==> src/nmi_defines.svh <==
// NMI control block constants
// Z80 clock divide, NMI pin pulse timing and address decode values

`ifndef NMI_DEFINES_SVH
`define NMI_DEFINES_SVH

// fclk cycles per zclk period, must be even
`define ZCLK_DIV        4

// gen_nmi length in zpos strobes
`define NMI_PULSE_ZCYC  4

// refresh falling edges between clr_nmi and the in_nmi drop
`define NMI_CLR_RFSH    2

`define NMI_VECTOR      16'h0066
`define ROM_WINDOW      2'b00   // a[15:14] of the rom window

`endif

==> src/nmi_pkg.sv <==
// NMI control types
// bus event bundle between sampler and sequencer, sequencer state encoding

package nmi_pkg;

	// events seen on the z80 bus, one bundle per fclk cycle
	typedef struct packed
	{
		logic last_rom;  // latest opcode fetch hit the rom window
		logic last_vec;  // latest opcode fetch was at the nmi vector
		logic rfsh_fall; // one cycle pulse per refresh falling edge
	} zbus_evt_t;

	// NMI_ROM_WAIT holds off the page switch until the vector fetch
	// so the rom handler stub at 0066 still runs from rom
	typedef enum logic [1:0]
	{
		NMI_IDLE     = 2'd0,
		NMI_ROM_WAIT = 2'd1,
		NMI_ACTIVE   = 2'd2
	} nmi_state_t;

endpackage

==> src/bus_sampler.sv <==
// Z80 bus sampler
// tracks where the last opcode fetch came from and flags refresh falling edges

`timescale 1ns/1ps
`include "nmi_defines.svh"

module bus_sampler
(
	input  logic               fclk,
	input  logic               rst_n,
	input  logic               zpos,
	input  logic               zneg,
	input  logic               m1_n,
	input  logic               mreq_n,
	input  logic               rfsh_n,
	input  logic               csrom,
	input  logic [15:0]        a,
	output nmi_pkg::zbus_evt_t bus_evt
);

	import nmi_pkg::*;

	logic       m1_n_r;     // sampled on zpos
	logic       mreq_n_r;   // sampled on zneg
	logic [1:0] rfsh_n_r;   // [0] on zpos, [1] one fclk later
	logic       fetch;
	logic       fetch_r;
	logic       fetch_first;
	logic       last_rom;
	logic       last_vec;
	logic       rfsh_fall;

	// opcode fetch while both m1 and mreq are low
	assign fetch       = ~(m1_n_r | mreq_n_r);
	assign fetch_first = fetch & ~fetch_r;

	always_ff @(posedge fclk or negedge rst_n)
	begin
		if (!rst_n)
		begin
			m1_n_r   <= 1'b1;
			mreq_n_r <= 1'b1;
			rfsh_n_r <= 2'b11;
			fetch_r  <= 1'b0;
		end
		else
		begin
			if (zpos)
			begin
				m1_n_r      <= m1_n;
				rfsh_n_r[0] <= rfsh_n;
			end
			if (zneg)
				mreq_n_r <= mreq_n;
			rfsh_n_r[1] <= rfsh_n_r[0];
			fetch_r     <= fetch;
		end
	end

	// address and chip select are stable by the time the fetch is seen
	always_ff @(posedge fclk or negedge rst_n)
	begin
		if (!rst_n)
		begin
			last_rom  <= 1'b0;
			last_vec  <= 1'b0;
			rfsh_fall <= 1'b0;
		end
		else
		begin
			if (fetch_first)
			begin
				last_rom <= csrom && (a[15:14] == `ROM_WINDOW);
				last_vec <= (a == `NMI_VECTOR);
			end
			rfsh_fall <= rfsh_n_r[1] & ~rfsh_n_r[0]; // high for one fclk only
		end
	end

	assign bus_evt.last_rom  = last_rom;
	assign bus_evt.last_vec  = last_vec;
	assign bus_evt.rfsh_fall = rfsh_fall;

endmodule

==> src/nmi_request.sv <==
// NMI request stage
// edge-detects set and immediate requests and issues a single start pulse

`timescale 1ns/1ps

module nmi_request
(
	input  logic       fclk,
	input  logic       rst_n,
	input  logic       int_start,
	input  logic [1:0] set_nmi,   // active-low going requests, spi slave and port
	input  logic       imm_nmi,   // breakpoint request, acts on the rising edge
	output logic       nmi_start
);

	logic [1:0] set_nmi_r [2];   // two register stages per request bit
	logic [1:0] imm_nmi_r;
	logic       set_fall;
	logic       imm_rise;
	logic       pending;

	always_ff @(posedge fclk or negedge rst_n)
	begin
		if (!rst_n)
		begin
			set_nmi_r[0] <= 2'b00;
			set_nmi_r[1] <= 2'b00;
			imm_nmi_r    <= 2'b00;
		end
		else
		begin
			set_nmi_r[0] <= set_nmi;
			set_nmi_r[1] <= set_nmi_r[0];
			imm_nmi_r    <= {imm_nmi_r[0], imm_nmi};
		end
	end

	assign set_fall = |(set_nmi_r[1] & ~set_nmi_r[0]);
	assign imm_rise = imm_nmi_r[0] & ~imm_nmi_r[1];

	// a set request waits here for the next INT
	always_ff @(posedge fclk or negedge rst_n)
	begin
		if (!rst_n)
			pending <= 1'b0;
		else if (int_start)
			pending <= 1'b0;
		else if (set_fall)
			pending <= 1'b1;
	end

	assign nmi_start = (pending & int_start) | imm_rise;

endmodule

==> src/nmi_sequencer.sv <==
// NMI sequencer
// times the NMI pin pulse and raises in_nmi now or after the 0066 fetch,
// then drops it a set number of refresh cycles after a clear strobe

`timescale 1ns/1ps
`include "nmi_defines.svh"

module nmi_sequencer
(
	input  logic               fclk,
	input  logic               rst_n,
	input  logic               zpos,
	input  logic               nmi_start,
	input  logic               clr_nmi,
	input  nmi_pkg::zbus_evt_t bus_evt,
	output logic               in_nmi,
	output logic               gen_nmi
);

	import nmi_pkg::*;

	// bit 2 of the pulse counter is the pin drive, so start above 3
	localparam logic [2:0] PULSE_LOAD = 3'(4 + `NMI_PULSE_ZCYC - 1);
	localparam logic [1:0] CLR_LOAD   = 2'(`NMI_CLR_RFSH + 1);

	nmi_state_t state;
	nmi_state_t state_next;
	logic [2:0] pulse_cnt;
	logic [1:0] clr_cnt;    // 0 means no clear in progress
	logic       clr_done;
	logic       start_ok;

	assign clr_done = (clr_cnt == 2'd1);
	assign start_ok = nmi_start && (state == NMI_IDLE) && !clr_done;

	always_comb
	begin
		state_next = state;
		if (clr_done)
			state_next = NMI_IDLE;
		else
		begin
			case (state)
				NMI_IDLE:
					if (start_ok)
						state_next = bus_evt.last_rom ? NMI_ROM_WAIT : NMI_ACTIVE;
				NMI_ROM_WAIT:
					if (bus_evt.rfsh_fall && bus_evt.last_vec)
						state_next = NMI_ACTIVE; // handler now past 0066
				NMI_ACTIVE:
					state_next = NMI_ACTIVE;
				default:
					state_next = NMI_IDLE;
			endcase
		end
	end

	always_ff @(posedge fclk or negedge rst_n)
	begin
		if (!rst_n)
			state <= NMI_IDLE;
		else
			state <= state_next;
	end

	// pin pulse, counted in z80 clocks
	always_ff @(posedge fclk or negedge rst_n)
	begin
		if (!rst_n)
			pulse_cnt <= 3'd0;
		else if (start_ok)
			pulse_cnt <= PULSE_LOAD;
		else if (pulse_cnt[2] && zpos)
			pulse_cnt <= pulse_cnt - 3'd1;
	end

	// clear countdown in refresh cycles, ends at 1 and parks at 0
	always_ff @(posedge fclk or negedge rst_n)
	begin
		if (!rst_n)
			clr_cnt <= 2'd0;
		else if (clr_nmi)
			clr_cnt <= CLR_LOAD;
		else if (clr_done)
			clr_cnt <= 2'd0;
		else if (bus_evt.rfsh_fall && (clr_cnt > 2'd1))
			clr_cnt <= clr_cnt - 2'd1;
	end

	assign in_nmi  = (state == NMI_ACTIVE); // maps the last ram page to 0000-3FFF
	assign gen_nmi = pulse_cnt[2];

endmodule

==> src/nmi_top.sv <==
// NMI control block top
// phase generator feeding the bus sampler, request stage and sequencer

`timescale 1ns/1ps

module nmi_top
(
	input  logic        fclk,
	input  logic        rst_n,
	input  logic        int_start,
	input  logic [1:0]  set_nmi,
	input  logic        imm_nmi,
	input  logic        clr_nmi,
	input  logic        rfsh_n,
	input  logic        m1_n,
	input  logic        mreq_n,
	input  logic        csrom,
	input  logic [15:0] a,
	output logic        zclk,
	output logic        in_nmi,
	output logic        gen_nmi
);

	import nmi_pkg::*;

	logic      zpos;
	logic      zneg;
	logic      nmi_start;
	zbus_evt_t bus_evt;

	zclk_phase u_zclk_phase (
		.fclk  (fclk),
		.rst_n (rst_n),
		.zclk  (zclk),
		.zpos  (zpos),
		.zneg  (zneg)
	);

	bus_sampler u_bus_sampler (
		.fclk    (fclk),
		.rst_n   (rst_n),
		.zpos    (zpos),
		.zneg    (zneg),
		.m1_n    (m1_n),
		.mreq_n  (mreq_n),
		.rfsh_n  (rfsh_n),
		.csrom   (csrom),
		.a       (a),
		.bus_evt (bus_evt)
	);

	nmi_request u_nmi_request (
		.fclk      (fclk),
		.rst_n     (rst_n),
		.int_start (int_start),
		.set_nmi   (set_nmi),
		.imm_nmi   (imm_nmi),
		.nmi_start (nmi_start)
	);

	nmi_sequencer u_nmi_sequencer (
		.fclk      (fclk),
		.rst_n     (rst_n),
		.zpos      (zpos),
		.nmi_start (nmi_start),
		.clr_nmi   (clr_nmi),
		.bus_evt   (bus_evt),
		.in_nmi    (in_nmi),
		.gen_nmi   (gen_nmi)
	);

endmodule

==> src/zclk_phase.sv <==
// Z80 clock phase generator
// divides fclk into zclk and marks its edges with one-cycle zpos/zneg strobes

`timescale 1ns/1ps
`include "nmi_defines.svh"

module zclk_phase
(
	input  logic fclk,
	input  logic rst_n,
	output logic zclk,
	output logic zpos,
	output logic zneg
);

	localparam int CW = $clog2(`ZCLK_DIV);
	localparam logic [CW-1:0] RISE_AT = CW'(`ZCLK_DIV / 2 - 1);
	localparam logic [CW-1:0] FALL_AT = CW'(`ZCLK_DIV - 1);

	logic [CW-1:0] div_cnt;
	logic          rise_next; // zclk goes high on this edge
	logic          fall_next;

	assign rise_next = (div_cnt == RISE_AT);
	assign fall_next = (div_cnt == FALL_AT);

	// strobes decoded one cycle early so they line up with the zclk edge
	always_ff @(posedge fclk or negedge rst_n)
	begin
		if (!rst_n)
		begin
			div_cnt <= '0;
			zclk    <= 1'b0;
			zpos    <= 1'b0;
			zneg    <= 1'b0;
		end
		else
		begin
			div_cnt <= fall_next ? '0 : div_cnt + 1'b1; // wraps once per zclk period
			if (rise_next)
				zclk <= 1'b1;
			else if (fall_next)
				zclk <= 1'b0;
			zpos <= rise_next;
			zneg <= fall_next;
		end
	end

endmodule
==> config.mk <==
export PLATFORM = sky130hd
export DESIGN_NAME = nmi_top
export DESIGN_NICKNAME = d
export VERILOG_FILES = /design/src/nmi_pkg.sv /design/src/bus_sampler.sv /design/src/nmi_request.sv /design/src/nmi_sequencer.sv /design/src/nmi_top.sv /design/src/zclk_phase.sv
export VERILOG_INCLUDE_DIRS = /design/src /design/src/src
export SDC_FILE = /design/constraint.sdc
export NUM_CORES = 1
export LEC_CHECK = 0
export BUFFER_PORTS_ARGS = -buffer_cell sky130_fd_sc_hd__clkbuf_2
export CORE_ASPECT_RATIO = 1.75
export CORE_UTILIZATION = 50
export CTS_CLUSTER_DIAMETER = 150
export DETAILED_ROUTE_END_ITERATION = 10
export GPL_ROUTABILITY_DRIVEN = 1
export PLACE_DENSITY_LB_ADDON = 0.12
export SYNTH_ARGS = -nofsm -noshare
export SYNTH_HDL_FRONTEND = slang
export SYNTH_SLANG_ARGS = --single-unit
==> constraint.sdc <==
create_clock -name fclk -period 1.77 [get_ports fclk]
set_input_delay 0.2655 -clock fclk [delete_from_list [all_inputs] [get_ports fclk]]
set_output_delay 0.2655 -clock fclk [all_outputs]
set_load 0.01 [all_outputs]
==> impl_metrics.py <==
metrics = {
    "synthesis": {
        "netlist_instances": 94,
        "syn_area_mm2": 0.00114,
        "yosys.area.top_type": "dfrtp_1",
        "syn-num-nets": 129,
        "synth-adder-area-share_pct": 8.80,
        "synth_cell_type_count": 28,
        "synth-compound-area-share_pct": 8.03,
        "ys_seq_area_share_pct": 59.8,
        "synth_xor_area_share_pct": 1.54,
        "synth_top_family_by_area": "simple AND/OR/NAND/NOR gates",
        "synth.avg_cell_area_um2": 12.1,
        "synth_mux_area_share_pct": 3.85,
        "synth-simple-area-share_pct": 14.3,
        "synthTopCellsByArea": "dfrtp_1, dfstp_2, ha_1",
        "ys_ff_latch": 27,
        "yosys_warnings": 0,
        "synth_top_area_share_pct": 50.6,
    },
    "placement": {
        "dp_slack_ns": 0.312,
        "dp.cells": 147,
        "io_buffers": 29,
        "place.gp.congestion": 0.677,
        "dp_hpwl_um": 1480,
    },
    "cts": {
        "post_cts_buffers": 0,
        "htreeDepth": 1,
        "cts_buffers": 3,
        "clockBufferDepth": 2,
        "cts-root-buf": "clkbuf_4",
        "cts_tree": "yes",
        "clk_pin_slew_worst_paths_ns": 0.13,
        "worst_skew_pair.late_latency_ns": 0.31,
        "clkSinkCount": 27,
    },
    "floorplanning": {
        "placementRows": 22,
        "io_pins": 30,
        "core_mm2": 0.00212,
        "start_util_pct": 53.7,
        "die_h_um": 65.1,
        "die_area_mm2": 0.00248,
        "die_w_um": 38.1,
    },
    "routing": {
        "totalWireLength_um": 1820,
        "drc": 0,
        "wl_per_cell_um": 12.0,
        "drtIter0Drc": 17,
        "vias": 763,
        "drtPass1Iterations": 4,
        "antenna_left": 0,
        "avgViaCountPerCell": 5.02,
    },
    "timing": {
        "worst_pin_slew_ns": 0.628,
        "hold_viol": 0,
        "finalWorstSetupSlack_ns": 0.300,
        "rsz0062_at_grt": "no",
        "min_period_over_period_pct": 83.0,
        "slew_headroom_pct": 58.1,
        "report.final.setup_viol": 0,
        "clock_skew_ns": 0.00163,
        "finalCriticalPeriod_ns": 1.47,
        "clock.fmax_mhz": 680,
        "drv_slew": 0,
        "setup_tns_ns": 0,
    },
    "critical_path": {
        "cp-start-kind": "register",
        "crit_type": "reg -> reg",
        "arrival_ns": 1.70,
        "worst-path-buf-inv": 1,
        "crit_path_end_kind": "register",
        "crit_required_ns": 2.00,
        "cp_max_fo": 4,
        "crit_family": "compound AO/OA/AOI/OAI gates",
        "reg2reg_slack_ns": 0.30,
        "path_cells": "inv_1, ha_1, nor2b_2, a21bo_4, o32ai_2",
        "crit_path_max_incr_delay_ns": 0.42,
        "slowest_stage": "dfrtp_1",
    },
    "finish": {
        "area_growth_pct": 18.6,
        "layout.cells.non_filler": 152,
        "fin_nets": 164,
        "drive_gt1_share_pct": 32.8,
        "diodes": 0,
    },
    "global_routing": {
        "grt_pass1_wl_um": 3170,
        "overflow": 0,
        "grt_use_total_pct": 18.1,
        "grt_max_degree": 28,
        "grt_antenna_before_repair": 0,
        "first_global_vias": 776,
    },
    "power": {
        "ir_worst_vdd_mv": 0.621,
        "total_power_mw": 1.24,
        "leakage_nw": 0.672,
        "powerDensity_mw_per_mm2": 920,
    },
    "job": {
        "cap_violations": 0,
    },
    "hold_path": {
        "hp-class": "in -> reg",
    },
    "status": {
        "status": "finished, final reports clean",
    },
}
==> layout make-up <==
type	instances	area [um2]
fillers	184	771
flip-flops and latches	27	681
multi-input cells	56	415
repair buffers	30	155
inverters	11	41.3
well taps	24	30.0
clock buffers	4	26.3
==> cell families (layout without fill, tap and decap cells) <==
| logic type | count (synthesis) | in the layout |
|---|---|---|
| simple gates | 31 | 31 |
| flops | 27 | 27 |
| compound gates | 11 | 11 |
| buf+inv | 11 | 45 |
| fa+ha+maj | 8 | 8 |
| mux | 4 | 4 |
| xor+xnor | 2 | 2 |
==> timing repair <==
item                                    4_1_cts  5_1_grt
hold buffers                                  1        0
hold endpoints to repair                     23        0
endpoints found under the setup margin        0        0
resized for setup                             0        0
==> synth_stat cells <==
cell / n
a221oi_1: 1
nor2b_2: 1
a21o_1: 1
and2_1: 1
a21bo_4: 1
o32ai_2: 1
nor2b_1: 3
nand2_1: 11
mux2i_1: 1
a32oi_1: 1
nand4_1: 1
xor2_1: 1
dfstp_2: 4
o211ai_1: 1
nand2b_1: 3
nor4bb_1: 1
or3_1: 1
nor4b_1: 2
xnor2_1: 1
o22ai_1: 1
nor4_1: 1
nor2_1: 6
dfrtp_1: 23
inv_1: 11
o21ai_0: 3
a21oi_1: 1
ha_1: 8
mux2_2: 3
==> per-layer routing <==
metal	vias up	wire length, um	GRT usage (%)	part of all wire, %
met1	373	728	21.1	40
met4	0	23	9.38	1.3
met3	2	40	3.04	2.2
met2	9	1030	30.5	56
li1	379	-	-	-
met5	-	0	0	0
==> path summary, 6_finish.rpt <==
path,start,end,cells after the start
worst min-delay path,imm_nmi,u_nmi_request.imm_nmi_r[0]$_DFF_PN0_,1
max in group asynchronous,rst_n,u_zclk_phase.zpos$_DFF_PN0_,2
min in group asynchronous,rst_n,u_bus_sampler.last_rom$_DFFE_PN0P_,2
worst max-delay path,u_nmi_sequencer.state[0]$_DFFE_PN0P_,u_nmi_sequencer.state[0]$_DFFE_PN0P_,5
worst max register to register,u_nmi_sequencer.state[0]$_DFFE_PN0P_,u_nmi_sequencer.state[0]$_DFFE_PN0P_,5
worst min register to register,u_bus_sampler.rfsh_n_r[0]$_DFFE_PN1P_,u_bus_sampler.rfsh_n_r[1]$_DFF_PN1_,0
==> metrics by stage <==
step,utilization [%],hold slack [ns],cell area [um2]
after floorplan,-,-0.0301,1140
after global placement,61.9,0.311,1310
after detailed placement,61.9,0.318,1310
after CTS,63.6,0.0360,1350
after global routing,63.6,0.0105,1350
final,63.6,0.0461,1350
==> where the power goes <==
part	switching, mW	leakage (nW)	internal (mW)
Sequential	0.0388	0.321	0.687
Combinational	0.132	0.336	0.131
Clock	0.164	0.0150	0.0880
Total	0.335	0.672	0.906
==> sequential cells by signal, indices dropped and copies added (netlist names), 2 cells and up <==
name	flops
u_nmi_request.set_nmi_r	4
u_nmi_request.imm_nmi_r	2
u_nmi_sequencer.pulse_cnt	3
u_bus_sampler.rfsh_n_r	2
u_zclk_phase.div_cnt	2
u_nmi_sequencer.state	2
u_nmi_sequencer.clr_cnt	2
==> worst reg2reg max path, cell delays in order, from the launching register on <==
cell and delay [ns]:
dfrtp_1 0.42, inv_1 0.13, ha_1 0.17, nor2b_2 0.16, a21bo_4 0.25, o32ai_2 0.26
==> layout by cell type, fill, tap and decap left out, types with 4 or more instances in the layout <==
master | synthesis | final
ha_1 | 8 | 8
dfstp_2 | 4 | 4
inv_1 | 11 | 11
dfrtp_1 | 23 | 23
nor2_1 | 6 | 6
clkbuf_2 | 0 | 29
nand2_1 | 11 | 11
Power figures use the tool's default switching activity.
